$ cat src/source/sys_pkg.sv
// Address map, bus widths and register offsets shared by the peripheral bus
`default_nettype none

package sys_pkg;

	// ========================================================================
	// Bus widths
	// ========================================================================
	localparam int ADDR_W = 32;
	localparam int DATA_W = 16;
	localparam int STACK_AW = 11;

	// ========================================================================
	// Address map
	// ========================================================================
	// Stack occupies a 1 MB window, register blocks are 16 bytes each
	localparam logic [11:0] STACK_BASE_HI = 12'hFF4;
	localparam logic [27:0] LED_BASE = 28'hFFDC060;
	localparam logic [27:0] RAND_BASE = 28'hFFDC0C0;
	localparam logic [27:0] AUDIO_BASE = 28'hFFDC070;

	typedef enum logic [2:0] {
		CS_STACK,
		CS_LED,
		CS_RAND,
		CS_AUDIO,
		CS_NONE
	} cs_index;

	localparam int CS_N = 5;

	// ========================================================================
	// Peripheral constants
	// ========================================================================
	localparam int LFSR_W = 32;
	localparam logic [LFSR_W-1:0] LFSR_TAPS = 32'h8020_0003;

	localparam int AUD_BITS = 16;
	localparam int BCLK_DIV = 4;
	localparam int BCLK_W = $clog2(BCLK_DIV);
	localparam int FRAME_W = $clog2(2 * AUD_BITS);

	// Register offsets in 16-bit words, compared against address bits 3:1
	localparam logic [2:0] AUD_CTRL = 3'd0;
	localparam logic [2:0] AUD_LEFT = 3'd2;
	localparam logic [2:0] AUD_RIGHT = 3'd4;
	localparam logic [2:0] AUD_CAPT = 3'd6;
	localparam logic [2:0] RAND_LO = 3'd0;
	localparam logic [2:0] RAND_HI = 3'd2;

endpackage

`default_nettype wire
$ cat src/source/bus_decode.sv
// Address decoder turning the bus address into one-hot chip selects
`timescale 1ns/10ps
`default_nettype none

module bus_decode
	import sys_pkg::*;
(
	input  wire logic              cpu_clk,
	input  wire logic              rst,
	input  wire logic              cpu_stb_i,
	input  wire logic [ADDR_W-1:0] cpu_addr_i,
	output logic      [CS_N-1:0]   cs_o,
	output logic      [2:0]        off_o
);

	logic hit_stack, hit_led, hit_rand, hit_audio;

	// Windows compared independently so overlapping bases would raise two selects
	assign hit_stack = cpu_addr_i[ADDR_W-1 -: 12] == STACK_BASE_HI;
	assign hit_led = cpu_addr_i[ADDR_W-1:4] == LED_BASE;
	assign hit_rand = cpu_addr_i[ADDR_W-1:4] == RAND_BASE;
	assign hit_audio = cpu_addr_i[ADDR_W-1:4] == AUDIO_BASE;

	always_comb begin
		cs_o = '0;
		cs_o[CS_STACK] = hit_stack;
		cs_o[CS_LED] = hit_led;
		cs_o[CS_RAND] = hit_rand;
		cs_o[CS_AUDIO] = hit_audio;
		cs_o[CS_NONE] = !(hit_stack | hit_led | hit_rand | hit_audio);
	end

	// Word offset inside a register block
	assign off_o = cpu_addr_i[3:1];

	a_cs_onehot: assert property (
		@(posedge cpu_clk) disable iff (rst)
		cpu_stb_i |-> $onehot(cs_o)
	);

endmodule

`default_nettype wire

$ cat config.mk
export PLATFORM = sky130hd
export DESIGN_NAME = bus_decode
export DESIGN_NICKNAME = d
export VERILOG_FILES = /design/src/source/sys_pkg.sv /design/src/source/bus_decode.sv
export SDC_FILE = /design/constraint.sdc
export NUM_CORES = 1
export LEC_CHECK = 0
export BUFFER_PORTS_ARGS = -buffer_cell sky130_fd_sc_hd__buf_2
export CORE_AREA = 2 2 39 41
export DETAILED_ROUTE_END_ITERATION = 12
export DIE_AREA = 0 0 41 43
export GPL_ROUTABILITY_DRIVEN = 0
export PLACE_DENSITY_LB_ADDON = 0.15
export SLEW_MARGIN = 20
export SYNTH_ARGS = -nofsm -noshare
export SYNTH_HDL_FRONTEND = slang
export SYNTH_SLANG_ARGS = --single-unit
$ cat constraint.sdc
create_clock -name vclk -period 1.6
set_clock_uncertainty 0.1 [all_clocks]
set_input_delay 0.08 -clock vclk [all_inputs]
set_output_delay 0.08 -clock vclk [all_outputs]
set_load 0.1 [all_outputs]
Word-level counts from Yosys, hierarchy flattened:

Index checks and enable logic that the tools add are counted.

* register bits: 0
* bits of input ports: 35
* output and inout port bits: 8
* word-level logic and storage cells: 8

* equal/unequal tests: 4
* bitwise operators: 3
* reduce and logical (&&, ||, !) cells: 1

Operators by type and width (count)
* $eq 28x28->1 const B: 3
* $eq 12x12->1 const B: 1
* $or 1x1->1: 3
* $logic_not 1->1: 1

Depth between registers and ports, before layout:

Gate-level depths: netlist of the first run.

* depth in word-level cells: 5
* depth in mapped cells: 4
* depth with buffers taken out: 3

Worst setup path after synthesis of the first run:

OpenSTA, ideal clock, no wires.

* path type: input port to output port
* start: input port cpu_addr_i[23]
* end: output port cs_o[4]
* data arrival time: 2.104 ns
* required time: 1.420 ns
* slack: -0.684 ns
* stages on the path: 3
* path buffers: 0
* cell sequence: and3_1 and4_1 a31oi_1

* word-level cells in the longest chain between the ends: 5
* elaborated cells on any way between the ends: 8
* classes of those cells: eq/ne: 4; bitwise: 3; reduce/logical: 1

Ends and longest elaborated chain
* start: declaration: line bus_decode.sv:11 `input wire logic [ADDR_W-1:0] cpu_addr_i,`
* $eq 28x28->1 or $eq 12x12->1 (tied branches): line bus_decode.sv:20, bus_decode.sv:19
* $or 1x1->1 (2 in series): line bus_decode.sv:30 `cs_o[CS_NONE] = !(hit_stack | hit_led | hit_rand | hit_audio);`
* $or 1x1->1 (*): line bus_decode.sv:30
* $logic_not 1->1 (*): line bus_decode.sv:30
* end: declaration: line bus_decode.sv:12 `output logic [CS_N-1:0] cs_o,`

Mark *: on every way between the ends. The rest lies on a longest branch, timed or not.

Worst setup path after layout of the first run:

* start: input port cpu_addr_i[13]
* end: output port cs_o[2]

* word-level cells in the longest chain between the ends: 1

Ends and longest elaborated chain
* $eq 28x28->1: line bus_decode.sv:21 `assign hit_rand = cpu_addr_i[ADDR_W-1:4] == RAND_BASE;`

Every way passes these cells.

==> results.txt, run 1 <==
----------------------------------------------------
[Critical path]
  Critical setup path kind ... primary input to output pin
  Endpoint required time on the critical path ... roughly 1.4 ns
  Kind of start point of the critical path ... primary input
  Arrival time at the worst endpoint ... 1.33 ns
  Endpoint class of the critical path ... output pin
  Maximum fanout encountered on the critical timing path ... 3

[Power]
  Leakage power ... 0.000234 µW
  Power Dens Cells ... ~130 nW/µm²
  Largest vdd supply drop ... about 0.054 mV
  Overall power consumption ... about 66 µW

[Global route]
  Antenna violations before repair ... 0
  Largest net degree at the start of global routing ... 5
  GRT Overall Usage ... roughly 7.9%
  Final global-route overflow total ... 0
  Via count of the first global-routing pass ... 279
  Wire length of the first global-routing pass ... between 1 and 1.5 mm

[Layout]
  Combined area of the multi-input logic cells ... roughly 220 µm²
  Summed area of non-filler cells in the final layout ... between 500 and 600 µm²
  Finished Layout Cells ... 74
  Number of nets in the layout ... 95
  Share of post-route cells with drive strength above 1 ... slightly below 80%
  Total number of sequential cells ... 0
  Sequential cell area ... 0 µm²
  Clock buf count ... 0
  Fill cell count ... 147
  Growth of design area from synthesis to finish ... 150%
  Antenna cell count ... 0

[Timing]
  Tightest slew margin relative to the limit ... between 60% and 70%
  Final setup fails ... 0
  Max Clk Rate ... 0.662 GHz
  Post-layout min period ... roughly 1.5 ns
  Post-layout worst setup margin ... 0.0902 ns
  Total Neg Setup Slack ... 0 ns
  Transition time at the pin with the least slew margin ... about 0.49 ns
  Final Max Tran Viols ... 0
  Final worst path period share ... 94.4%
  Unrepaired setup endpoints after global routing ... yes
  Number of failing hold endpoints at the final stage ... 0

[Place]
  Placed cell count ... between 70 and 80
  Placed inst area ... 443 µm²
  Worst setup timing slack at the placement stage ... between 0.05 and 0.06 ns
  # port buffers ... 33
  Final HPWL from detailed placement ... approximately 640 µm

[Yosys]
  Yosys synthesis warning count ... 0
  Net count after synthesis ... 63
  Portion of synthesized cell area occupied by the leading cell type ... 25.6%
  Sequential cell area fraction in the yosys report ... 0%
  Per-instance average area after synthesis ... roughly 7.3 µm²
  Number of distinct standard cells referenced by the synthesized netlist ... 16
  Library cell occupying the most area in the post-synthesis netlist ... sky130_fd_sc_hd__buf_4
  Cells after synthesis ... 28
  Area of the mapped netlist ... approximately 200 µm²
  Area contributors post-synth ... sky130_fd_sc_hd__buf_4 26%, sky130_fd_sc_hd__nor4_1 15%, sky130_fd_sc_hd__nand4b_4 12%

[Route]
  First drt pass iteration count ... 2
  Total number of vias ... roughly 330
  Aggregate routed wire length ... between 700 and 800 µm
  Initial DRC count ... 1
  Number of vias per cell after detailed routing ... 4.49
  Post-DR wirelength/cell ... between 9 and 10 µm
  ANT nets after route ... 0
  # DRC ... 0

[Run status]
  Status ... finished clean

[Run]
  MaxCap Viol Count ... 0

[Floorplanning]
  Effective utilization at floorplan ... between 10% and 20%
  Die Footprint ... 1760 µm²
  Row Count ... 14
  Boundary pin count ... 43
  Horizontal die dimension ... a little over 40 µm
  Core Footprint ... between 1000 and 1500 µm²
  Chip Height ... around 43 µm

[CTS]
  Number of buffers added to fix hold violations after cts ... 0

[Min path]
  Worst hold path class ... primary input to output pin

----------------------------------------------------
## area by class of cell
| class | instances | share of cell area (%) |
|---|---|---|
| Inverter | 1 | 0.732 |
| Multi-Input combinational cell | 20 | 43.2 |
| Tap cell | 16 | 3.90 |
| Timing Repair Buffer | 37 | 52.2 |
## worst paths after layout
kind	to	start	slack, ns	depth (start not counted)
worst min-delay path	off_o[2]	cpu_addr_i[3]	0.06	0
worst max-delay path	cs_o[2]	cpu_addr_i[13]	0.09	6
## metal layers
metal  share of wire (%)  GRT usage (%)  wire length [µm]
met5                   0              0                 0
met4                   0              0                 0
met3                  15          0.524               106
met2                  48           14.4               338
met1                  37           10.1               256
## logic make-up after synthesis
family | Yosys count | synth area share, %
simple gates | 18 | 67.1
buf+inv | 8 | 27.4
compound gates | 2 | 5.49
## synth_stat cells (all sizes together)
cell type,count
inv,1
nor3,1
nand4b,1
and3,1
nand2,1
nor2,1
nor4bb,1
and4,1
nor4,5
nand4,2
buf,7
nor4b,1
or3,1
nand2b,2
o21ai,1
a31oi,1
## critical path: stages
cell,delay [ns]
sky130_fd_sc_hd__buf_6,0.09
sky130_fd_sc_hd__nor4bb_4,0.28
sky130_fd_sc_hd__nand4_1,0.21
sky130_fd_sc_hd__nor4_2,0.33
sky130_fd_sc_hd__buf_4,0.17
sky130_fd_sc_hd__buf_12,0.16
## power by group
part	switching, µW	internal, µW
clock network	0	0
logic	27.5	38.5
registers	0	0
total	27.5	38.5
## placed cells by master, fill, tap and decap left out, types with 2 or more instances in the layout
master                     count
sky130_fd_sc_hd__buf_12        4
sky130_fd_sc_hd__buf_2        27
sky130_fd_sc_hd__buf_4         4
sky130_fd_sc_hd__buf_6         2
sky130_fd_sc_hd__nand2b_1      2
sky130_fd_sc_hd__nand4_1       2
sky130_fd_sc_hd__nor4_2        2
sky130_fd_sc_hd__nor4_4        2
## per-stage QoR
step | hold WS [ns] | util (%)
after floorplan | 0.272 | -
after global placement | 0.0607 | 32.0
after detailed placement | 0.0607 | 32.0
after CTS | 0.0607 | 32.0
after global routing | 0.0606 | 37.1
final | 0.0601 | 37.1
## repair_timing
item	in CTS	in global routing
buffers inserted	0	0
endpoints found under the setup margin	0	3
gates resized for setup	0	10
Note: power is estimated with default switching activity, not from simulation.
==> inputs of run 2 (changes only) <==
--- a/config.mk
+++ b/config.mk
@@ -11,6 +11,7 @@
 export DIE_AREA = 0 0 41 43
 export GPL_ROUTABILITY_DRIVEN = 0
 export PLACE_DENSITY_LB_ADDON = 0.15
+export REMOVE_ABC_BUFFERS = 1
 export SLEW_MARGIN = 20
 export SYNTH_ARGS = -nofsm -noshare
 export SYNTH_HDL_FRONTEND = slang
==> run 2 against run 1 <==
  * Final area decreased by 6.1%
  * Total power decreased by 16%
  * Combinational power decreased by 16%
  * Die area unchanged
  * Via count decreased by 0.90%
  * Global-route usage increased by 0.50 points
  * First-iteration DRC count increased to 3.0 times the previous value
  * Core utilization decreased by 2.3 points
  * Critical path type unchanged
  * Critical endpoint unchanged
  * Largest power group unchanged
==> results.txt, run 2 (synthesis results as in run 1) <==
----------------------------------------------------
[Global route]
  GRT Overall Usage ... 8.39% (+0.50 points)
  Wire length of the first global-routing pass ... 1.12 mm (+5.9%)
  Final global-route overflow total ... 0 (unchanged)
  Via count of the first global-routing pass ... 278 (-0.36%)
  Largest net degree at the start of global routing ... 5 (unchanged)
  Antenna violations before repair ... 0 (unchanged)

[Critical path]
  Endpoint class of the critical path ... output pin
  Top cell family by delay on the critical path ... simple AND/OR/NAND/NOR gates
  List of cells traversed by the critical path ... buf_2 > nor4bb_2 > nand4_1 > nor4_2 > buf_4 > buf_12
  Levels on crit path ... 6 (unchanged)
  Maximum fanout encountered on the critical timing path ... 3 (unchanged)
  CP max stage cell ... sky130_fd_sc_hd__nor4bb_2
  Endpoint required time on the critical path ... 1.42 ns (about the same)
  Critical setup path kind ... primary input to output pin
  Buffers and inverters on the worst path ... 3 (unchanged)
  Arrival time at the worst endpoint ... 1.29 ns (-0.04 ns)
  Kind of start point of the critical path ... primary input
  Delay of the slowest cell on the worst path ... 0.31 ns (-0.02 ns)

[Route]
  Number of vias per cell after detailed routing ... 4.39 (-2.2%)
  First drt pass iteration count ... 2 (unchanged)
  Initial DRC count ... 3 (+2)
  Total number of vias ... 329 (-0.90%)
  ANT nets after route ... 0 (unchanged)
  # DRC ... 0 (unchanged)
  Post-DR wirelength/cell ... 9.81 µm (+3.6%)
  Aggregate routed wire length ... 736 µm (+5.0%)

[Timing]
  Unrepaired setup endpoints after global routing ... yes
  Final worst path period share ... 91.8% (-2.5 points)
  Final setup fails ... 0 (unchanged)
  Post-layout min period ... 1.47 ns (-0.0405 ns)
  Number of failing hold endpoints at the final stage ... 0 (unchanged)
  Final Max Tran Viols ... 0 (unchanged)
  Tightest slew margin relative to the limit ... 71.5% (+3.7 points)
  Transition time at the pin with the least slew margin ... 0.421 ns (-0.0643 ns)
  Max Clk Rate ... 0.681 GHz (+2.8%)
  Total Neg Setup Slack ... 0 ns (unchanged)

[Min path]
  Worst hold path class ... primary input to output pin
  Endpoint of the worst hold-timing path ... off_o[0]
  Min-Delay Path Depth ... 0 (unchanged)
  Startpoint of the tightest hold check path ... cpu_addr_i[1]

[Layout]
  Antenna cell count ... 0 (unchanged)
  Fill cell count ... 144 (-2.0%)
  Total number of sequential cells ... 0 (unchanged)
  Most common cell after layout, fill and taps aside ... sky130_fd_sc_hd__buf_2
  Summed area of non-filler cells in the final layout ... 482 µm² (-6.1%)
  Clock buf count ... 0 (unchanged)
  Share of post-route cells with drive strength above 1 ... 76.3% (-1.3 points)
  Number of nets in the layout ... 96 (+1.1%)
  Growth of design area from synthesis to finish ... 135%
  Sequential cell area ... 0 µm² (unchanged)
  Commonest cells after routing, fill and taps aside ... 28 x sky130_fd_sc_hd__buf_2, 5 x sky130_fd_sc_hd__buf_12, 5 x sky130_fd_sc_hd__buf_4

[Power]
  Switching pwr ... 22.2 µW (-19%)
  Power Dens Cells ... 115 nW/µm² (-10%)
  Switch share ... 40.0% (-1.7 points)
  Sequential Power Share ... 0% (unchanged)
  Largest vdd supply drop ... 0.0391 mV (-28%)
  Internal power summed over all cells ... 33.4 µW (-13%)
  Power share of the clock group ... 0% (unchanged)
  Combinational fraction of design power ... 100.0% (about the same)
  Leakage power ... 0.000229 µW (-2.2%)

[Floorplanning]
  Core Footprint ... 1380 µm² (unchanged)
  Chip Height ... 43 µm (unchanged)
  Row Count ... 14 (unchanged)
  Die Footprint ... 1760 µm² (unchanged)
  Effective utilization at floorplan ... 14.8% (unchanged)
  Horizontal die dimension ... 41 µm (unchanged)
  Boundary pin count ... 43 (unchanged)

[Place]
  Final HPWL from detailed placement ... 643 µm (about the same)
  # port buffers ... 33 (unchanged)
  Placed inst area ... 443 µm² (unchanged)

[Run]
  MaxCap Viol Count ... 0 (unchanged)

[CTS]
  Number of buffers added to fix hold violations after cts ... 0 (unchanged)

[Run status]
  Status ... finished clean

----------------------------------------------------
==> run 2: worst max path at each step <==
stage,start,to,slack [ns]
after floorplan,cpu_addr_i[22],cs_o[4],-3.84
after global placement,cpu_addr_i[6],cs_o[2],0.06
after detailed placement,cpu_addr_i[6],cs_o[2],0.03
after CTS,cpu_addr_i[6],cs_o[2],0.02
after global routing,cpu_addr_i[6],cs_o[2],-0.02
final,cpu_addr_i[6],cs_o[2],0.13
==> run 2: cell type report <==
cell class | count | area [µm²] | area share, %
inverter | 1 | 3.75 | 0.779
tap | 16 | 20.0 | 4.16
timing repair buffer | 38 | 278 | 57.7
multi-input combinational | 20 | 180 | 37.4
==> run 2: through the flow <==
step           instances  utilization (%)  setup WS (ns)  hold WS, ns  total power [µW]
2_1_floorplan         21                -          -3.84       0.0600              12.1
3_3_place_gp          74             32.0         0.0556       0.0609              49.0
3_5_place_dp          74             32.0         0.0289       0.0609              49.6
4_1_cts               74             32.0         0.0242       0.0609              49.9
5_1_grt               75             34.8        -0.0166       0.0607              62.2
6_report              75             34.8          0.131       0.0607              55.6
==> run 2: power by group through the flow <==
stage               clock, µW  sequential (µW)  combinational [µW]
finish                      0                0                55.6
global route                0                0                62.2
CTS                         0                0                49.9
detailed placement          0                0                49.6
global placement            0                0                49.0
floorplan                   0                0                12.1
==> run 2: per-layer routing <==
layer  up-vias  global-route usage (%)  share of wire (%)
li1        166                       -                  -
met3         2                    1.57                8.6
met4         0                    2.67                1.6
met1       143                    10.8                 36
met5         -                       0                  0
met2        18                    13.4                 54
==> run 2: timing repair <==
item,in CTS,in global routing
endpoints found under the setup margin,0,3
resized for setup,0,5
buffers inserted,0,1
