<file path="src/source/sys_pkg.sv">
// Address map, bus widths and register offsets shared by the peripheral bus
`default_nettype none

package sys_pkg;

	// ========================================================================
	// Bus widths
	// ========================================================================
	localparam int ADDR_W = 32;
	localparam int DATA_W = 16;
	localparam int STACK_AW = 11;

	// ========================================================================
	// Address map
	// ========================================================================
	// Stack occupies a 1 MB window, register blocks are 16 bytes each
	localparam logic [11:0] STACK_BASE_HI = 12'hFF4;
	localparam logic [27:0] LED_BASE = 28'hFFDC060;
	localparam logic [27:0] RAND_BASE = 28'hFFDC0C0;
	localparam logic [27:0] AUDIO_BASE = 28'hFFDC070;

	typedef enum logic [2:0] {
		CS_STACK,
		CS_LED,
		CS_RAND,
		CS_AUDIO,
		CS_NONE
	} cs_index;

	localparam int CS_N = 5;

	// ========================================================================
	// Peripheral constants
	// ========================================================================
	localparam int LFSR_W = 32;
	localparam logic [LFSR_W-1:0] LFSR_TAPS = 32'h8020_0003;

	localparam int AUD_BITS = 16;
	localparam int BCLK_DIV = 4;
	localparam int BCLK_W = $clog2(BCLK_DIV);
	localparam int FRAME_W = $clog2(2 * AUD_BITS);

	// Register offsets in 16-bit words, compared against address bits 3:1
	localparam logic [2:0] AUD_CTRL = 3'd0;
	localparam logic [2:0] AUD_LEFT = 3'd2;
	localparam logic [2:0] AUD_RIGHT = 3'd4;
	localparam logic [2:0] AUD_CAPT = 3'd6;
	localparam logic [2:0] RAND_LO = 3'd0;
	localparam logic [2:0] RAND_HI = 3'd2;

endpackage

`default_nettype wire
</file>
<file path="src/source/lfsr_random.sv">
// Random number register built on a seedable 32-bit Galois LFSR
`timescale 1ns/10ps
`default_nettype none

module lfsr_random
	import sys_pkg::*;
(
	input  wire logic              cpu_clk,
	input  wire logic              rst,
	input  wire logic              sel_i,
	input  wire logic              cpu_stb_i,
	input  wire logic              cpu_we_i,
	input  wire logic [2:0]        off_i,
	input  wire logic [DATA_W-1:0] dat_i,
	output logic                   ack_o,
	output logic      [DATA_W-1:0] dat_o
);

	logic [LFSR_W-1:0] state_q;
	logic [LFSR_W-1:0] step;
	logic [LFSR_W-1:0] wr_val;
	logic fire;

	assign fire = sel_i & cpu_stb_i & ~ack_o;

	// Shift right, fold the taps back in when a one drops out
	assign step = {1'b0, state_q[LFSR_W-1:1]} ^ (state_q[0] ? LFSR_TAPS : '0);

	always_comb begin
		wr_val = state_q;
		if (off_i == RAND_HI)
			wr_val[31:16] = dat_i;
		else
			wr_val[15:0] = dat_i;
	end

	always_ff @(posedge cpu_clk) begin
		if (rst) begin
			ack_o <= 1'b0;
			state_q <= LFSR_W'(1);
		end else begin
			ack_o <= fire;
			if (fire && cpu_we_i && (off_i == RAND_LO || off_i == RAND_HI))
				state_q <= (wr_val == '0) ? LFSR_W'(1) : wr_val;
			else if (fire && !cpu_we_i && off_i == RAND_HI)
				state_q <= step;
		end
	end

	// Read data is taken before the high-half read advances the state
	always_ff @(posedge cpu_clk) begin
		if (fire && !cpu_we_i) begin
			case (off_i)
				RAND_LO: dat_o <= state_q[15:0];
				RAND_HI: dat_o <= state_q[31:16];
				default: dat_o <= '0;
			endcase
		end
	end

endmodule

`default_nettype wire

</file>
<file path="config.mk">
export PLATFORM = sky130hd
export DESIGN_NAME = lfsr_random
export DESIGN_NICKNAME = d
export VERILOG_FILES = /design/src/source/sys_pkg.sv /design/src/source/lfsr_random.sv
export SDC_FILE = /design/constraint.sdc
export NUM_CORES = 1
export LEC_CHECK = 0
export BUFFER_PORTS_ARGS = -buffer_cell sky130_fd_sc_hd__buf_4
export CAP_MARGIN = 20
export CORE_MARGIN = 5
export CORE_UTILIZATION = 57
export CTS_BUF_LIST = sky130_fd_sc_hd__clkbuf_8
export DETAILED_ROUTE_END_ITERATION = 8
export GPL_TIMING_DRIVEN = 0
export PLACE_DENSITY = 0.85
export SYNTH_ARGS = -nofsm -noshare
export SYNTH_HDL_FRONTEND = slang
export SYNTH_SLANG_ARGS = --single-unit
</file>
<file path="constraint.sdc">
create_clock -name cpu_clk -period 2.05 [get_ports cpu_clk]
set_clock_uncertainty 0.1 [all_clocks]
set_input_delay 0.1025 -clock cpu_clk [delete_from_list [all_inputs] [get_ports cpu_clk]]
set_output_delay 0.1025 -clock cpu_clk [all_outputs]
set_load 0.005 [all_outputs]
</file>
# Yosys cells after proc, flatten, opt, wreduce, memory -nomap -nowiden
# Index checks and enable logic that the tools add are counted.
[word_totals]
regBits = 49
word_cells = 24
inputBits = 24
[classes]
n_reduce_logical = 9
n_mux = 7
eq_ne = 1
bitwise = 4
[op_table]
columns = ["op", "n"]
rows = [
  ["$mux 32", 4],
  ["$logic_not 32->1", 1],
  ["$mux 16", 2],
  ["$pmux 16 s2", 1],
  ["$xor 31x32->32", 1],
  ["$logic_and 1x1->1", 4],
  ["$eq 3x2->1 const B", 1],
  ["$logic_not 3->1", 1],
  ["$and 1x1->1", 2],
  ["$reduce_bool 2->1", 1],
  ["$logic_not 1->1", 1],
  ["$logic_or 1x1->1", 1],
  ["$not 1->1", 1],
]

# Logic depth before layout (Yosys ltp)
# Gate-level depths: netlist (run 1).
[depth]
depth_word = 6
mapped_depth = 8

# Worst setup path before layout (run 1)
# Ideal clock, no wire load.
[synth_path]
path_type = "flip-flop to flip-flop"
from = "reg ack_o"
to = "reg state_q[2]"
t_required_ns = 1.872
synth_period_minus_slack_ns = 1.884
path_stages_with_launch = 9
setup_slack_ns = 0.166
t_arrival_ns = 1.706
setup_time_ns = 0.078
path_cell_list = "dfxtp_1 > and3b_1 > nand2b_1 > inv_1 > nand2_1 > nand2_1 > buf_2 > nor2_1 > nor3_1"
[synth_between]
elab_chain_len = 5
elab_cells_between_ends = 8
classes_between = "mux (1); bitwise (2); reduce/logical (5)"
[synth_lines]
columns = ["item", "line", "text"]
rows = [
  ["start, declared", "lfsr_random.sv:15", "output logic ack_o,"],
  ["start signal, assigned", "lfsr_random.sv:42", "ack_o <= fire;"],
  ["$not 1->1 *", "lfsr_random.sv:24", "assign fire = sel_i & cpu_stb_i & ~ack_o;"],
  ["$and 1x1->1 *", "lfsr_random.sv:24", ""],
  ["$logic_and 1x1->1 (on tied branches) (2 in a row)", "lfsr_random.sv:43, lfsr_random.sv:45", ""],
  ["$mux 32 / $reduce_bool 2->1 (equally long branches)", "n/a", ""],
  ["end signal, assigned", "lfsr_random.sv:44", "state_q <= (wr_val == '0) ? LFSR_W'(1) : wr_val;"],
  ["end signal, assigned", "lfsr_random.sv:46", "state_q <= step;"],
  ["end, declared", "lfsr_random.sv:19", "logic [LFSR_W-1:0] state_q;"],
]
# Mark *: on every way between the ends. The rest lies on a longest branch, timed or not.
# A chain may end at the register's enable or synchronous reset.

# Worst setup path after layout (run 1)
[layout_path]
from = "reg ack_o"
to = "reg state_q[3]"
# The elaborated chain is that of the path after synthesis.

==> results of run 1 <==
==> worst max-delay path: stages, from the launching register on <==
cell	delay, ns
dfxtp_1	0.31
and3b_1	0.29
nand2b_1	0.12
clkinvlp_4	0.11
nand2_1	0.13
nand2_1	0.21
buf_2	0.28
nor2_1	0.07
nor3_1	0.17
==> path summary, 6_finish.rpt <==
path	endpoint	cells after the start	start	slack (ns)
setup / recovery	state_q[3]	8	ack_o	0.16
hold / removal	state_q[9]	3	dat_i[9]	0.03
setup reg to reg	state_q[3]	8	ack_o	0.16
hold reg to reg	state_q[13]	2	state_q[13]	0.43
==> synthesized netlist by cell type, types with 2 or more instances <==
cell / instances
nand3_1: 2
xor2_1: 2
nand2_1: 5
and2_1: 2
buf_6: 2
nand4_1: 2
inv_1: 2
dfxtp_1: 33
nor3_1: 16
or4_1: 4
a211oi_1: 17
nor4_1: 9
o22ai_1: 31
nor2_1: 34
edfxtp_1: 16
clkbuf_1: 11
buf_2: 4
a22o_1: 16
==> power by group <==
group          switching [uW]  total, uW  internal [uW]
registers                19.9       1040           1020
logic                     101        185           83.7
clock network             296        562            266
total                     417       1790           1370
==> cell families after synthesis <==
logic type / Yosys count / share of synthesized area, %
flops: 49 / 52.17
simple gates: 79 / 18.42
xor+xnor: 3 / 1.202
buf+inv: 20 / 4.520
compound gates: 68 / 23.23
mux: 1 / 0.4577
==> routing by layer <==
layer,GRT usage [%],share of wire [%],up-vias
met2,38.37,46,139
met1,32.31,41,974
met4,8.768,2.6,0
li1,-,-,953
met5,0,0,-
met3,4.155,10,21
==> flip-flops by register name (all words and copies together), names as in the netlist <==
signal,count
ack_o,1
dat_o,16
state_q,32
==> what timing repair did <==
action                     in CTS  in global routing
setup buffers                   1                  0
resized for setup               2                  2
gates cloned                    0                  0
setup endpoints to repair      10                  7
==> metrics by stage <==
stage	instance area, sq um	hold slack (ns)	TNS, ns	setup slack [ns]	instances
finish	2644	0.03428	0	0.1633	316
global route	2644	0.03168	0	0.04830	316
CTS	2643	0.03247	0	0.1190	316
detailed placement	2540	0.3405	-2.395	-0.2709	307
global placement	2540	0.3357	-1.503	-0.1639	307
floorplan	2187	0.2019	0	0.1657	220
==> cells in the final DEF, fill, tap and decap left out <==
| master | n |
|---|---|
| inv_1 | 3 |
| a21oi_4 | 1 |
| nand2b_1 | 1 |
| a211oi_1 | 17 |
| a22o_1 | 16 |
| or4_1 | 4 |
| and3b_1 | 1 |
| clkbuf_1 | 9 |
| buf_2 | 4 |
| mux2i_1 | 1 |
| o22ai_1 | 31 |
| a32oi_1 | 1 |
| a211oi_2 | 1 |
| dfxtp_1 | 33 |
| edfxtp_1 | 16 |
| or3b_1 | 1 |
| nor4_1 | 9 |
| nor2_1 | 34 |
| nand4_1 | 2 |
| xor2_1 | 2 |
| clkbuf_8 | 6 |
| and2_1 | 2 |
| clkinvlp_4 | 1 |
| buf_4 | 41 |
| nor3_1 | 16 |
| nor3b_4 | 1 |
| nand3_1 | 2 |
| nand2_1 | 5 |
| xnor2_1 | 1 |
| nand4_2 | 1 |
| buf_6 | 2 |
| clkbuf_2 | 2 |
| a2111oi_0 | 1 |
==> cell type report <==
| type | count | area [sq um] | area share (%) |
|---|---|---|---|
| plain buffers | 18 | 93.84 | 3.549 |
| flip-flops and latches | 49 | 1141 | 43.16 |
| well taps | 48 | 60.06 | 2.272 |
| clock inverters | 2 | 7.507 | 0.2840 |
| multi-input cells | 151 | 947.2 | 35.83 |
| clock buffers | 6 | 82.58 | 3.124 |
| inverters | 2 | 11.26 | 0.4259 |
| repair buffers | 40 | 300.3 | 11.36 |
==> summary.txt, run 1 <==
Yosys
  – Post-synth EDFFs: 16
  – Yosys top cell by area: dfxtp_1
  – Synthesized area: 0.002187 sq mm
  – Syn Nets: 244
  – Area fraction of the dominant cell type after synthesis: between 30% and 40%
  – Async SR Flop Fraction: 0%
  – Synth unique cells: 30
  – Top FF cell, synth: dfxtp_1
  – Mapped Cells: between 200 and 250
  – Register area share after synthesis: a little over half
  – Synth Area per Inst: 9.941 sq um
  – Synth top area cells: dfxtp_1, edfxtp_1, o22ai_1, a22o_1, a211oi_1
  – FF+latch count, synth: 49
  – Yosys Warn Count: 0

Floorplanning
  – Die area: just over 0.005 sq mm
  – Die W: 71.95 microns
  – Die extent in y: about 72 microns
  – Core footprint: roughly 0.0037 sq mm
  – Initial Util: between 50% and 60%
  – I/O pins: 41
  – # rows: 22

Clock tree
  – CTS root buffer: clkbuf_8
  – H-tree Lvls: 2
  – Sink Count: 49
  – Post-CTS Hold Buffers: 0
  – Cts bufs inserted: 5
  – Clk Latency, worst-skew pair: 0.29 ns
  – Clk slew on worst S/H paths: about 0.09 ns
  – CTS tree: built
  – Clock Tree Buf Depth: 2

Routing
  – DRT Pass-1 Iters: 5
  – Via density: between 6 and 7
  – Final WL: between 5000 and 6000 microns
  – Wire per inst: roughly 19 microns
  – Via count: 2087
  – Final ANT Viol Nets: 0
  – 1st-iter DRT viols: 252
  – Drc violations: 0

Status
  – Status: complete, no violations

Timing
  – Fin crit share: between 90% and 100%
  – Hold Vio Cnt, Final: 0
  – Slew HR: 44.00%
  – Slew @ Worst Pin: about 0.83 ns
  – RSZ-0062 raised after global routing: no
  – Tmin final: ~1.9 ns
  – Fin. max-slew vios: 0
  – FMAX: 0.5300 GHz
  – Setup Viol. Count Final: 0

Place
  – PortBufs: 39
  – Final GP Congestion: approximately 0.93
  – Detailed Place HPWL: around 4400 microns

Critical path
  – Setup crit end kind: flip-flop
  – Critical path arrival: slightly below 2 ns
  – Worst Path Required: 2.15 ns
  – Worst-path fanout max: 10
  – Crit path launch type: flip-flop
  – Crit Path Class: flip-flop to flip-flop

Global routing
  – Antenna violations before repair: 0
  – Grt ovf: 0
  – First-pass GRT wire length: 9735 microns
  – Pin count of the biggest net entering global routing: 18
  – Total track usage: between 20% and 30%
  – Vias in the first global route: approximately 2000

Pwr
  – VDD IR-drop max: 0.4767 mV
  – Ratio of total power to cell area: approximately 680 mW/mm^2
  – Tot Pwr: between 1500 and 2000 uW
  – Leak: between 0.0009 and 0.001 uW

Layout
  – Layout cells sized above 1: ~22%
  – # nets final: approximately 290
  – Fillers: 296
  – Final core utilization: 71.68%
  – Area growth syn-to-layout: 20.88%
  – ANT cells: 0

Run
  – Max cap viols: 0

Min path
  – HP Class: input port to flip-flop
Power figures use the tool's default switching activity.
==> inputs of run 2 (changes only) <==
--- a/config.mk
+++ b/config.mk
@@ -5,10 +5,11 @@
 export SDC_FILE = /design/constraint.sdc
 export NUM_CORES = 1
 export LEC_CHECK = 0
+export ABC_AREA = 1
 export BUFFER_PORTS_ARGS = -buffer_cell sky130_fd_sc_hd__buf_4
 export CAP_MARGIN = 20
 export CORE_MARGIN = 5
-export CORE_UTILIZATION = 57
+export CORE_UTILIZATION = 59
 export CTS_BUF_LIST = sky130_fd_sc_hd__clkbuf_8
 export DETAILED_ROUTE_END_ITERATION = 8
 export GPL_TIMING_DRIVEN = 0
==> run 2 against run 1 <==
- first-iteration DRC count grew 58%
- sequential power is essentially flat
- fmax shrank 3.4%
- cell count grew 64%
- combinational power rose by 66%
- via count is 46% higher
- area after synthesis increased by 27%
- core utilization fell by 1.9 points
- die area increased by 19%
- setup slack worse by 0.066 ns
- routed wire length grew 48%
- largest power group unchanged
- highest routed layer unchanged
==> summary.txt, run 2 <==
Min path
  – HP Class: input port to flip-flop
  – Hold path start: off_i[2]
  – WHS Path Cells: 5
  – Hold Crit Endpoint: state_q[31]

Yosys
  – Top FF cell, synth: dfxtp_1
  – Synth top area cells: dfxtp_1, edfxtp_1, a21oi_1, nand2_1, inv_1
  – Async SR Flop Fraction: 0%
  – Yosys top cell by area: dfxtp_1
  – Synth Area per Inst: a little under 7 sq um
  – Area fraction of the dominant cell type after synthesis: between 20% and 30%
  – Post-synth EDFFs: 16
  – Most frequent cell after synthesis: nand2_1
  – Synthesized area: ~0.0028 sq mm
  – Synth top cells by count: nand2_1, a21oi_1, inv_1
  – Synth unique cells: 23
  – FF+latch count, synth: 49
  – Yosys Warn Count: 0
  – Syn Nets: between 400 and 500
  – Register area share after synthesis: 41.06%
  – Mapped Cells: 413

Clock tree
  – Sink Count: between 40 and 50
  – H-tree Lvls: 2
  – Cts bufs inserted: 5
  – CTS tree: built
  – CTS root buffer: clkbuf_8
  – Clock Tree Buf Depth: 2
  – Clk slew on worst S/H paths: around 0.090 ns
  – Clk Latency, worst-skew pair: 0.31 ns

Floorplanning
  – Die W: 78.63 microns
  – Die area: around 0.0062 sq mm
  – Core footprint: around 0.0047 sq mm
  – Die extent in y: approximately 79 microns
  – # rows: 25
  – Initial Util: about 60%
  – I/O pins: 41

Global routing
  – Grt ovf: 0
  – First-pass GRT wire length: approximately 14000 microns
  – Antenna violations before repair: 0
  – Vias in the first global route: roughly 2700
  – Pin count of the biggest net entering global routing: 18
  – Total track usage: roughly 29%

Timing
  – Fin. max-slew vios: 0
  – Tmin final: slightly below 2 ns
  – FMAX: a little over 0.5 GHz
  – Slew @ Worst Pin: 0.5756 ns
  – Worst hold margin: approximately 0.13 ns
  – Setup Viol. Count Final: 0
  – Hold Vio Cnt, Final: 0
  – RSZ-0062 raised after global routing: no
  – Fin crit share: between 90% and 100%
  – Slew HR: between 60 and 70%

Critical path
  – Worst Path Required: between 2 and 2.5 ns
  – Critical path arrival: a little over 2 ns
  – Critical-path top delay cell: nor3_4
  – Crit path launch type: flip-flop
  – Register-to-Register Path Depth: 7
  – Worst R2R End: state_q[6]
  – Worst-path fanout max: 10
  – RR Startpoint: ack_o
  – Critical Path Max Stage Delay: between 0.3 and 0.4 ns
  – Reg2reg setup slack: ~0.1 ns
  – Crit Path Class: flip-flop to flip-flop
  – Cell Chain, Critical Path: nand3b_1 > nor3_4 > a21oi_2 > inv_2 > buf_2 > buf_4 > a21oi_1
  – Setup crit end kind: flip-flop

Routing
  – Via density: roughly 5.9
  – Drc violations: 0
  – Wire per inst: 17.13 microns
  – 1st-iter DRT viols: roughly 400
  – DRT Pass-1 Iters: 7
  – Final WL: 8854 microns
  – Final ANT Viol Nets: 0
  – Via count: around 3100

Place
  – Detailed Place HPWL: 6394 microns
  – PortBufs: 40
  – Placed cells: approximately 510
  – Final GP Congestion: 0.9952

Layout
  – Largest Register: state_q
  – Area growth syn-to-layout: 17.06%
  – Layout cells sized above 1: around 16%
  – Commonest non-fill, non-tap cells in the layout: nand2_1, a21oi_1, inv_1
  – ANT cells: 0
  – Commonest non-fill, non-tap cell in the layout: nand2_1
  – Largest regs: state_q: 32 flops, dat_o: 16 flops, ack_o: 1 flops
  – Layout Cells excl Fill: a little over 500
  – Final core utilization: between 60% and 70%
  – Largest register FFs: 32
  – # nets final: a little under 500

Run
  – Max cap viols: 0

Pwr
  – Ratio of total power to cell area: slightly below 600 mW/mm^2
  – P_int: around 1400 uW
  – Psw: 538.0 uW
  – VDD IR-drop max: roughly 0.27 mV
  – Seq pwr share: 54.9%
  – Net Sw Frac: 28.20%
  – Clock share of power: between 20% and 30%
  – Leak: ~0.0015 uW
  – Combinational Power Share: about 16%

Status
  – Status: complete, no violations
[run 2: cell count changes in the layout (fill, tap and decap cells not counted), moves of 9 or more]
cell and delta:
nand2_1 +83, a21oi_1 +66, inv_1 +47, o21ai_0 +33, nand3_1 +32, o22ai_1 -19
a211oi_1 -17, a22o_1 -16, nor3_1 -16, buf_2 +14, nor4_1 -9
[run 2: what timing repair did]
item,in CTS,in global routing
setup endpoints to repair,30,0
hold buffers,1,0
setup buffers,1,0
endpoints found under the hold margin,2,0
resized for setup,1,0
[run 2: power by group through the flow]
stage | Combinational, uW | Sequential, uW | Clock [uW]
finish | 308 | 1050 | 553
global route | 334 | 1050 | 597
CTS | 300 | 1050 | 546
detailed placement | 294 | 1070 | 0
global placement | 293 | 1070 | 0
floorplan | 181 | 1060 | 0
[run 2: cell type report]
cell class	count	area (sq um)
clock inverters	3	12.51
multi-input cells	286	1326
repair buffers	42	317.8
fillers	413	1408
inverters	51	191.4
well taps	54	67.56
flip-flops and latches	49	1141
clock buffers	5	68.82
plain buffers	27	127.6
[run 2: through the flow]
| step | total power (uW) | TNS, ns | cell area (sq um) | worst slack, ns |
|---|---|---|---|---|
| after floorplan | 1246 | 0 | 2781 | 0.1142 |
| after global placement | 1360 | -3.251 | 3149 | -0.1991 |
| after detailed placement | 1363 | -5.887 | 3149 | -0.2784 |
| after CTS | 1892 | 0 | 3253 | 0.1284 |
| after global routing | 1982 | 0 | 3253 | 0.001839 |
| final | 1908 | 0 | 3253 | 0.09735 |
[run 2: how the worst max path moves through the flow]
stage / from / end / slack, ns / depth (start not counted)
after global placement: ack_o / state_q[8] / -0.20 / 7
after global routing: ack_o / state_q[28] / 0.002 / 6
after floorplan: ack_o / state_q[29] / 0.11 / 7
final: ack_o / state_q[6] / 0.1 / 7
after detailed placement: ack_o / state_q[6] / -0.28 / 7
after CTS: ack_o / state_q[6] / 0.13 / 7
[run 2: layer usage]
metal  vias to the layer above  GRT usage, %  routed length, microns
li1                       1452             -                       -
met1                      1356         39.51                    3670
met2                       222         46.69                    3940
met3                        25         5.619                    1030
met4                         0         10.66                     212
met5                         -             0                       0
[run 2: critical path, delay by kind of cell, from the launching register on]
kind	cells	cell delay [ns]
compound gates	2	0.20
simple gates	2	0.68
flops	1	0.32
buf+inv	3	0.54
[run 2: cell families after synthesis]
kind of cell / after synthesis / synth area share, %
flip-flops: 49 / 41.06
buffers and inverters: 78 / 11.48
AO/OA/AOI/OAI: 117 / 21.88
AND/OR/NAND/NOR: 168 / 25.26
XOR/XNOR: 1 / 0.3152
