`src/source/sys_pkg.sv`:
```
// Address map, bus widths and register offsets shared by the peripheral bus
`default_nettype none

package sys_pkg;

	// ========================================================================
	// Bus widths
	// ========================================================================
	localparam int ADDR_W = 32;
	localparam int DATA_W = 16;
	localparam int STACK_AW = 11;

	// ========================================================================
	// Address map
	// ========================================================================
	// Stack occupies a 1 MB window, register blocks are 16 bytes each
	localparam logic [11:0] STACK_BASE_HI = 12'hFF4;
	localparam logic [27:0] LED_BASE = 28'hFFDC060;
	localparam logic [27:0] RAND_BASE = 28'hFFDC0C0;
	localparam logic [27:0] AUDIO_BASE = 28'hFFDC070;

	typedef enum logic [2:0] {
		CS_STACK,
		CS_LED,
		CS_RAND,
		CS_AUDIO,
		CS_NONE
	} cs_index;

	localparam int CS_N = 5;

	// ========================================================================
	// Peripheral constants
	// ========================================================================
	localparam int LFSR_W = 32;
	localparam logic [LFSR_W-1:0] LFSR_TAPS = 32'h8020_0003;

	localparam int AUD_BITS = 16;
	localparam int BCLK_DIV = 4;
	localparam int BCLK_W = $clog2(BCLK_DIV);
	localparam int FRAME_W = $clog2(2 * AUD_BITS);

	// Register offsets in 16-bit words, compared against address bits 3:1
	localparam logic [2:0] AUD_CTRL = 3'd0;
	localparam logic [2:0] AUD_LEFT = 3'd2;
	localparam logic [2:0] AUD_RIGHT = 3'd4;
	localparam logic [2:0] AUD_CAPT = 3'd6;
	localparam logic [2:0] RAND_LO = 3'd0;
	localparam logic [2:0] RAND_HI = 3'd2;

endpackage

`default_nettype wire
```
`src/source/audio_port.sv`:
```
// Audio codec port with sample registers, bit clock, frame clock and serial data
`timescale 1ns/10ps
`default_nettype none

module audio_port
	import sys_pkg::*;
(
	input  wire logic              cpu_clk,
	input  wire logic              rst,
	input  wire logic              sel_i,
	input  wire logic              cpu_stb_i,
	input  wire logic              cpu_we_i,
	input  wire logic [2:0]        off_i,
	input  wire logic [DATA_W-1:0] dat_i,
	input  wire logic              ac_adc_i,
	output logic                   ack_o,
	output logic      [DATA_W-1:0] dat_o,
	output logic                   ac_bclk_o,
	output logic                   ac_lrclk_o,
	output logic                   ac_dac_o,
	output logic                   ac_oe_o
);

	logic en_tx, en_rx;
	logic [DATA_W-1:0] left_q, right_q, capt_q;
	logic [BCLK_W-1:0] div_q;
	logic [FRAME_W-1:0] bit_q;
	logic [2*AUD_BITS-1:0] sh_out;
	logic [AUD_BITS-1:0] sh_in;
	logic fire, running, bclk_fall, bclk_rise, frame_end;

	assign fire = sel_i & cpu_stb_i & ~ack_o;
	assign running = en_tx | en_rx;
	assign bclk_fall = running && div_q == BCLK_W'(BCLK_DIV - 1);
	assign bclk_rise = running && div_q == BCLK_W'(BCLK_DIV / 2 - 1);
	assign frame_end = bclk_fall && bit_q == FRAME_W'(2 * AUD_BITS - 1);

	// ========================================================================
	// Register access
	// ========================================================================
	always_ff @(posedge cpu_clk) begin
		if (rst) begin
			ack_o <= 1'b0;
			en_tx <= 1'b0;
			en_rx <= 1'b0;
		end else begin
			ack_o <= fire;
			if (fire && cpu_we_i && off_i == AUD_CTRL) begin
				en_tx <= dat_i[1];
				en_rx <= dat_i[0];
			end
		end
	end

	always_ff @(posedge cpu_clk) begin
		if (fire && cpu_we_i && off_i == AUD_LEFT)
			left_q <= dat_i;
		if (fire && cpu_we_i && off_i == AUD_RIGHT)
			right_q <= dat_i;
		if (fire && !cpu_we_i) begin
			case (off_i)
				AUD_CTRL:  dat_o <= {{(DATA_W-2){1'b0}}, en_tx, en_rx};
				AUD_LEFT:  dat_o <= left_q;
				AUD_RIGHT: dat_o <= right_q;
				AUD_CAPT:  dat_o <= capt_q;
				default:   dat_o <= '0;
			endcase
		end
	end

	// ========================================================================
	// Serial timing
	// ========================================================================
	// Counters rest at zero while idle so a frame starts cleanly on enable
	always_ff @(posedge cpu_clk) begin
		if (rst || !running) begin
			div_q <= '0;
			bit_q <= '0;
		end else begin
			div_q <= bclk_fall ? '0 : div_q + 1'b1;
			if (bclk_fall)
				bit_q <= bit_q + 1'b1;
		end
	end

	// Next bit goes out as the bit clock falls, left then right, MSB first
	always_ff @(posedge cpu_clk) begin
		if (!running || frame_end)
			sh_out <= {left_q, right_q};
		else if (bclk_fall)
			sh_out <= {sh_out[2*AUD_BITS-2:0], 1'b0};
	end

	// Input sampled as the bit clock rises, left word kept at end of its half
	always_ff @(posedge cpu_clk) begin
		if (en_rx && bclk_rise) begin
			sh_in <= {sh_in[AUD_BITS-2:0], ac_adc_i};
			if (bit_q == FRAME_W'(AUD_BITS - 1))
				capt_q <= {sh_in[AUD_BITS-2:0], ac_adc_i};
		end
	end

	assign ac_bclk_o = div_q >= BCLK_W'(BCLK_DIV / 2);
	assign ac_lrclk_o = bit_q[FRAME_W-1];
	assign ac_dac_o = en_tx & sh_out[2*AUD_BITS-1];
	assign ac_oe_o = running;

	// A control write that clears transmit silences the pin from the next cycle
	a_dac_quiet: assert property (
		@(posedge cpu_clk) disable iff (rst)
		(fire && cpu_we_i && off_i == AUD_CTRL && !dat_i[1]) |=> !ac_dac_o
	);

endmodule

`default_nettype wire

```
`config.mk`:
```
export PLATFORM = sky130hd
export DESIGN_NAME = audio_port
export DESIGN_NICKNAME = d
export VERILOG_FILES = /design/src/source/sys_pkg.sv /design/src/source/audio_port.sv
export SDC_FILE = /design/constraint.sdc
export NUM_CORES = 1
export LEC_CHECK = 0
export BUFFER_PORTS_ARGS = -buffer_cell sky130_fd_sc_hd__buf_2
export CORE_MARGIN = 4
export CORE_UTILIZATION = 39
export DETAILED_ROUTE_END_ITERATION = 10
export GPL_TIMING_DRIVEN = 0
export PLACE_DENSITY_LB_ADDON = 0.3
export REMOVE_ABC_BUFFERS = 1
export SYNTH_ARGS = -nofsm -noshare
export SYNTH_HDL_FRONTEND = slang
export SYNTH_SLANG_ARGS = --single-unit
export TNS_END_PERCENT = 1
```
`constraint.sdc`:
```
create_clock -name cpu_clk -period 4.2 [get_ports cpu_clk]
set_clock_uncertainty 0.05 [all_clocks]
set_input_delay 0.84 -clock cpu_clk [delete_from_list [all_inputs] [get_ports cpu_clk]]
set_output_delay 0.84 -clock cpu_clk [all_outputs]
set_load 0.1 [all_outputs]
```
=== After elaboration in Yosys (flattened, before gate mapping) ===
Cells that the tools add are included.

* Bits of input ports: 25
* Logic and storage cells: 46
* Bits in registers: 121
* Output and inout bits: 21

* Bitwise operators: 5
* Reduce and logical (&&, ||, !) cells: 17
* Multiplexer cells: 3
* Add/sub/neg operators: 2
* Order comparisons: 1
* Eq/ne operators: 7

{| class="wikitable"
|+ Operators by type and width
! operator !! number
|-
| two-way mux 32 bit || 2
|-
| case mux 16 bit (4 select lines) || 1
|-
| logical AND 1 bit || 9
|-
| equality test 3 bit (second input constant) || 2
|-
| adder 5 x 1 -> 5 bit (second input constant) || 1
|-
| equality test 5 x 4 -> 1 bit (second input constant) || 1
|-
| equality test 5 bit (second input constant) || 1
|-
| bitwise AND 1 bit || 3
|-
| equality test 3 x 2 -> 1 bit (second input constant) || 1
|-
| zero test 3 bit || 1
|-
| adder 2 x 1 -> 2 bit (second input constant) || 1
|-
| equality test 2 x 1 -> 1 bit (second input constant) || 1
|-
| equality test 2 bit (second input constant) || 1
|-
| greater-or-equal comparator 2 bit (second input constant) || 1
|-
| zero test 1 bit || 2
|-
| logical OR 1 bit || 2
|-
| AND reduction 2 bit || 1
|-
| nonzero test 2 bit || 1
|-
| OR reduction 2 bit || 1
|-
| NOT 1 bit || 1
|-
| bitwise OR 1 bit || 1
|}

=== Depth between registers and ports, before layout ===
Gate-level depths: netlist of run 1.

* Depth in word-level cells: 5
* Mapped depth: 6
* Depth with buffers taken out: 5

=== Least setup slack after synthesis of run 1 ===
OpenSTA, ideal clock, no wires.

* Path kind: input port to flip-flop
* From: input off_i[0]
* To: register right_q[0] (enable)
* Stages: 3
* Setup time: 413 ps
* Arrival: 2663 ps
* Required time: 3737 ps
* Path buffers: 1
* Setup slack: 1075 ps
* Path through: clkbuf_1 or3b_1 nor3b_1

* Longest elaborated chain between the ends: 2

{| class="wikitable"
|+ Ends and longest elaborated chain
! element !! line !! source
|-
| from (decl) || audio_port.sv:13 || <nowiki>input wire logic [2:0] off_i,</nowiki>
|-
| equality test 3 bit || audio_port.sv:58 || <nowiki>if (fire && cpu_we_i && off_i == AUD_RIGHT)</nowiki>
|-
| logical AND 1 bit || audio_port.sv:58 ||
|-
| to (signal assigned) || audio_port.sv:59 || <nowiki>right_q <= dat_i;</nowiki>
|-
| to (decl) || audio_port.sv:25 || <nowiki>logic [DATA_W-1:0] left_q, right_q, capt_q;</nowiki>
|}

Every way passes these cells.
A chain may end at the register's enable or synchronous reset.

=== Final worst setup path of run 1 ===
* From: register bit_q[0]
* To: register sh_out[25] (data pin)

* Longest elaborated chain between the ends: 4

{| class="wikitable"
|+ Ends and longest elaborated chain
! element !! line !! source
|-
| from (decl) || audio_port.sv:27 || <nowiki>logic [FRAME_W-1:0] bit_q;</nowiki>
|-
| from (signal assigned) || audio_port.sv:82 || <nowiki>bit_q <= bit_q + 1'b1;</nowiki>
|-
| equality test 5 bit || audio_port.sv:36 || <nowiki>assign frame_end = bclk_fall && bit_q == FRAME_W'(2 * AUD_BITS - 1);</nowiki>
|-
| logical AND 1 bit || audio_port.sv:36 ||
|-
| logical OR 1 bit || audio_port.sv:88 || <nowiki>if (!running || frame_end)</nowiki>
|-
| two-way mux 32 bit || audio_port.sv:88 ||
|-
| to (signal assigned) || audio_port.sv:89 || <nowiki>sh_out <= {left_q, right_q};</nowiki>
|-
| to (signal assigned) || audio_port.sv:91 || <nowiki>sh_out <= {sh_out[2*AUD_BITS-2:0], 1'b0};</nowiki>
|-
| to (decl) || audio_port.sv:28 || <nowiki>logic [2*AUD_BITS-1:0] sh_out;</nowiki>
|}

Every way passes these cells.

==> impl_metrics.csv, run 1 <==
group,metric,value,unit
layout,diodes,0,
die,dieWidth,118,microns
clock_tree,cts_max_level,4,
worst_setup_path,worstPathArrival,2.68,ns
timing,fin_crit,2.59,ns
worst_setup_path,critPathRequiredTime,4.29,ns
clock_tree,clk-insertion-delay-late,0.40,ns
drt,vias,2340,
clock_tree,cts_num_sinks,121,
worst_setup_path,critPathCaptureType,"register",
placement,placed_cell_area,5090,sq um
power_and_ir_drop,total_power,2.92,mW
worst_setup_path,cp_max_fo,32,
die,core_area,11600,sq um
placement,portBuffers,45,
timing,rsz0062_at_grt,"false",
drt,routedWlPerCell,18.0,microns
drt,drt_first_pass_iters,4,
power_and_ir_drop,p_leak,2.04,nW
layout,fin_nets,346,
die,die-area,13900,sq um
min_path,worst_hold_path_type,"reg -> reg",
die,start_util,0.406,
worst_setup_path,reg2reg_depth,5,
timing,finalCritPeriodShare,0.616,
synth,synth_async_sr_flop_share,0,
synth,avgSynthCellArea,18.1,sq um
clock_tree,cts_resized,0,
clock_tree,clkTransAtPathRegs,0.05,ns
clock_tree,cts_setup_buffers,0,
timing,worstMarginPinSlew,1.13,ns
die,die_h,118,microns
timing,max-slew-margin-rel,0.247,
worst_setup_path,critical_path_class,"reg -> reg",
global_route,antenna_found_initial,0,
layout,utilization,0.491,
layout,drive_gt1_frac,0.399,
status,outcome,"complete, no violations",
layout,final_area,5700,sq um
timing,max_freq,387,MHz
clock_tree,clk_path_buf_depth,2,
timing,slew_viol_final,0,
clock_tree,cts_buffers,17,
synth,ys_seq_area_frac,0.749,
timing,hold_viol,0,
die,num_rows,39,
layout,stdcell_count,471,
synth,ys_seq_elements,121,
worst_setup_path,critical_path.startpoint,"bit_q[0]",
global_route,grt_pass1_wl,13.8,mm
worst_setup_path,endpoint,"sh_out[25]",
power_and_ir_drop,powerDensity,512,nW/um^2
placement,hpwl,5.20,mm
synth,ys_types,36,
drt,drc_errors,0,
timing,finalSetupViolations,0,
layout,area_growth,20.8,%
global_route,grt_overflow,0,
synth,ys_warn_count,0,
global_route,grt_max_degree,33,
placement,gp_congestion,0.700,
drt,drtIter0Drc,101,
power_and_ir_drop,vdd_drop_max,0.212,mV
placement,dp_cells,439,
clock_tree,cts_hold_buf,0,
clock_tree,cts_tree,"yes",
synth,synthCells,260,
clock_tree,cts-root-buf,"clkbuf_16",
drt,antenna_left,0,
drt,vias_per_cell,4.97,
global_route,grtUsageTotal,0.130,
die,ios,46,
run,cap_violations,0,
drt,routed_wl,8.48,mm
worst_setup_path,r2r-end,"sh_out[25]",
global_route,grt_pass1_vias,2531,
synth,synth-edff-count,111,
synth,synth-main-ff-cell,"edfxtp_1",
worst_setup_path,worst-r2r-setup-slack,1.61,ns
worst_setup_path,r2r-start,"bit_q[0]",
synth,synth_area,4720,sq um
worst_setup_path,start_kind,"register",
==> cell families (layout without fill, tap and decap cells) <==
family	after synthesis	count (layout)	share of synthesized area
and+or+nand+nor	48	48	0.0586
muxes	50	50	0.123
AOI/OAI and AO/OA	16	16	0.0268
xor gates and xnor gates	3	3	0.00557
adders and majority gates	6	6	0.0159
buffers and inverters	16	84	0.0207
DFF	121	121	0.749
==> registers in the layout, indices dropped and copies added, names as in the netlist <==
name / count
ack_o: 1
bit_q: 5
capt_q: 16
dat_o: 16
div_q: 2
en_rx: 1
en_tx: 1
left_q: 16
right_q: 16
sh_in: 15
sh_out: 32
==> power breakdown <==
part	switching (mW)	leakage, nW	total (mW)	internal [mW]
Sequential	0.00372	1.14	1.32	1.32
Clock	0.504	0.290	1.49	0.991
Combinational	0.0716	0.612	0.103	0.0314
==> worst min-delay path by stage <==
stage	startpoint	end	slack (ns)	cells after the start
2_1_floorplan	sh_in[14]	capt_q[15]	0.35	0
3_3_place_gp	sh_in[14]	capt_q[15]	0.36	0
3_5_place_dp	sh_in[14]	capt_q[15]	0.36	0
4_1_cts	sh_in[14]	capt_q[15]	0.37	0
5_1_grt	sh_in[14]	capt_q[15]	0.37	0
6_report	sh_in[14]	capt_q[15]	0.37	0
==> area by class of cell <==
cell class	count	area, sq um
inverters	4	15.0
flip-flops and latches	121	3530
clock buffers	20	437
well taps	143	179
repair buffers	48	263
multi-input cells	123	1100
fillers	997	5910
clock inverters	12	175
==> metrics by stage <==
step	setup slack, ns	hold WS [ns]	setup TNS, ns
3_5_place_dp	1.28	0.356	0
6_report	1.61	0.366	0
2_1_floorplan	1.13	0.350	0
5_1_grt	1.46	0.370	0
3_3_place_gp	-0.0554	0.357	-0.923
4_1_cts	1.59	0.368	0
==> routing by layer <==
| metal | global-route usage | wire, microns | vias to the layer above |
|---|---|---|---|
| met4 | 0.0462 | 62 | 0 |
| met3 | 0.0428 | 326 | 9 |
| met2 | 0.207 | 4250 | 44 |
| met5 | 0 | 0 | - |
| met1 | 0.167 | 3840 | 1180 |
| li1 | - | - | 1107 |
==> synthesized netlist by cell type (2+ instances only) <==
cell / count / area, sq um
buf_4: 5 / 37.5
or2_2: 2 / 12.5
buf_6: 2 / 22.5
nor2b_1: 3 / 18.8
and2_1: 2 / 12.5
inv_1: 4 / 15.0
buf_2: 3 / 15.0
nor2_1: 20 / 75.1
mux2i_1: 3 / 30.0
xor2_1: 2 / 17.5
mux4_2: 2 / 45.0
edfxtp_1: 111 / 3330
mux2_1: 2 / 22.5
a22oi_1: 13 / 97.6
clkbuf_1: 2 / 7.51
nand2_1: 2 / 7.51
ha_1: 6 / 75.1
mux2_2: 43 / 484
nor3b_1: 2 / 15.0
nor3_1: 2 / 10.0
and3_1: 2 / 12.5
nand2b_1: 4 / 25.0
dfxtp_1: 10 / 200
==> worst max-delay path, cell delays in order, from the launching register on <==
cell and delay (ns):
dfxtp_1 0.33, ha_1 0.21, and3_1 0.20, ha_1 0.22, a21oi_4 0.88, mux2_2 0.43
==> cell usage in the layout (no fill, tap or decap), types with 2 or more instances in the layout <==
cell type | netlist | final
a22oi_1 | 13 | 13
and2_1 | 2 | 2
and3_1 | 2 | 2
buf_2 | 3 | 45
buf_6 | 2 | 2
bufinv_16 | 0 | 4
clkbuf_1 | 2 | 3
clkbuf_16 | 0 | 17
clkinv_2 | 0 | 3
clkinv_4 | 0 | 2
clkinvlp_4 | 0 | 3
dfxtp_1 | 10 | 10
edfxtp_1 | 111 | 111
ha_1 | 6 | 6
inv_1 | 4 | 4
mux2_1 | 2 | 2
mux2_2 | 43 | 43
mux2i_1 | 3 | 3
mux4_2 | 2 | 2
nand2_1 | 2 | 2
nand2b_1 | 4 | 4
nor2_1 | 20 | 19
nor2b_1 | 3 | 3
nor3_1 | 2 | 2
nor3b_2 | 0 | 2
or2_2 | 2 | 2
xor2_1 | 2 | 2
(Power assumes the default switching activity.)
==> run 2, diff against run 1 <==
Clock period 4.2 ns to 2.6 ns, I/O delays scaled along.
==> run 2 against run 1 <==
Combinational power rose by 62%. Global-route usage did not move. Sequential power increased by 62%. Cell count grew 0.21%. Sequential cell count did not move. Non-clock buffer count is the same. Total power is 62% higher. Final area is 0.29% higher. First-iteration DRC count rose by 26%. Worst setup slack got worse by 1.4 ns. Critical path depth did not move. Utilization rose by 0.14 points. Critical path type unchanged.
==> impl_metrics.csv, run 2 (synthesis gave the netlist of run 1 again) <==
group,metric,value,unit
clock_tree,cts-root-buf,"clkbuf_16",
power_and_ir_drop,p_switching,0.940,mW
layout,fin_nets,347,
die,num_rows,39,
timing,rsz0062_at_grt,"false",
power_and_ir_drop,powerDensity,826,nW/um^2
power_and_ir_drop,p_sw_frac,0.199,
worst_setup_path,start_kind,"register",
drt,antenna_left,0,
power_and_ir_drop,p_leak,2.04,nW
run,cap_violations,0,
global_route,grt_pass1_wl,13.8,mm
power_and_ir_drop,total_power,4.72,mW
worst_setup_path,reg2reg_depth,5,
timing,fin_crit,2.37,ns
power_and_ir_drop,p_comb_frac,0.035,
power_and_ir_drop,power.share.sequential,0.453,
global_route,use_met2,0.207,
layout,final_common_cell,"edfxtp_1",
placement,portBuffers,45,
die,start_util,0.406,
power_and_ir_drop,clkPwrFrac,0.512,
clock_tree,cts_tree,"yes",
timing,hold_viol,0,
worst_setup_path,worstPathArrival,2.46,ns
die,dieWidth,118,microns
drt,drc_errors,0,
clock_tree,clkTransAtPathRegs,0.05,ns
clock_tree,clk-insertion-delay-late,0.40,ns
drt,routedWlPerCell,18.7,microns
global_route,grt-busiest-layer,"met2",
clock_tree,cts_num_sinks,121,
die,die-area,13900,sq um
drt,vias_per_cell,4.98,
placement,hpwl,5.20,mm
global_route,grt_pass1_vias,2534,
timing,worstMarginPinSlew,0.838,ns
global_route,grt_overflow,0,
global_route,grt_max_degree,33,
die,ios,46,
clock_tree,cts_max_level,4,
timing,max-slew-margin-rel,0.439,
worst_setup_path,cp_max_fo,16,
global_route,met3_usage,0.0428,
global_route,antenna_found_initial,0,
timing,worst_slack,0.230,ns
layout,largest_reg_flops,32,
timing,slew_viol_final,0,
worst_setup_path,critical_path_class,"reg -> reg",
placement,gp_congestion,0.700,
drt,drtIter0Drc,127,
min_path,min_path_cells,1,
status,outcome,"complete, no violations",
placement,dp_slack,0.000387,ns
min_path,worst_hold_path_type,"in -> reg",
layout,regMostFlops,"sh_out",
global_route,use_met1,0.167,
timing,finalCritPeriodShare,0.912,
drt,drt_first_pass_iters,4,
layout,final_cell_mix,"edfxtp_1 (111), buf_2 (45), mux2_2 (43)",
layout,diodes,0,
drt,routed_wl,8.85,mm
power_and_ir_drop,vdd_drop_max,0.344,mV
layout,final-seq-area,3530,sq um
layout,multi_input_area,1110,sq um
die,core_area,11600,sq um
layout,drive_gt1_frac,0.401,
clock_tree,cts_hold_buf,0,
layout,area_growth,21.2,%
clock_tree,cts_setup_buffers,0,
layout,nFillCells,995,
die,die_h,118,microns
clock_tree,clk_path_buf_depth,2,
drt,vias,2350,
worst_setup_path,critPathCaptureType,"register",
timing,finalSetupViolations,0,
clock_tree,cts_buffers,17,
timing,max_freq,422,MHz
global_route,grtUsageTotal,0.130,
power_and_ir_drop,p_int,3.78,mW
worst_setup_path,critPathRequiredTime,2.69,ns
## run 2: cell count changes in the layout (fill, tap and decap cells not counted), sizes merged
cell | before | now
a21oi | 2 | 3
## run 2: worst max-delay path, stage by stage (launching register included)
cell and delay (ns):
dfxtp_1 0.33, ha_1 0.21, and3_1 0.20, ha_1 0.30
a21oi_4 0.60, mux2_2 0.42
## run 2: final cells by class
cell class              count  share of cell area
inverters                   4             0.00263
clock buffers              20              0.0764
repair buffers             48              0.0460
flip-flops and latches    121               0.618
clock inverters            12              0.0306
well taps                 143              0.0313
multi-input cells         124               0.195
## run 2: stage by stage
stage / setup TNS, ns / cell area [sq um] / hold slack (ns) / cells / util
after global placement: -41.88 / 5040 / 0.357 / 436 / 0.434
after floorplan: -14.77 / 4630 / 0.350 / 248 / -
final: 0 / 5720 / 0.259 / 472 / 0.492
after global routing: 0 / 5720 / 0.233 / 472 / 0.492
after detailed placement: 0 / 5090 / 0.356 / 439 / 0.438
after CTS: -0.00401 / 5700 / 0.242 / 471 / 0.491
## run 2: metal layers
| layer | up-vias | routed length [microns] |
|---|---|---|
| met5 | - | 0 |
| met4 | 0 | 64 |
| met3 | 9 | 336 |
| met2 | 41 | 4400 |
| met1 | 1187 | 4040 |
| li1 | 1113 | - |
## run 2: power groups by stage
stage	clock network (mW)	logic [mW]	registers, mW
detailed placement	0	0.168	2.18
global route	2.56	0.179	2.14
floorplan	0	0.0512	2.23
global placement	0	0.163	2.18
CTS	2.46	0.169	2.14
finish	2.42	0.167	2.14
## run 2: timing repair
item / in CTS / in global routing
gates cloned: 0 / 1
resized for setup: 0 / 1
pin swaps: 1 / 1
setup endpoints to repair: 1 / 31
## run 2: worst paths after layout
kind	start	end	slack, ns
hold / removal	dat_i[3]	right_q[3]	0.26
setup / recovery	bit_q[0]	sh_out[25]	0.23
setup reg to reg	bit_q[0]	sh_out[25]	0.23
hold reg to reg	sh_in[14]	capt_q[15]	0.37
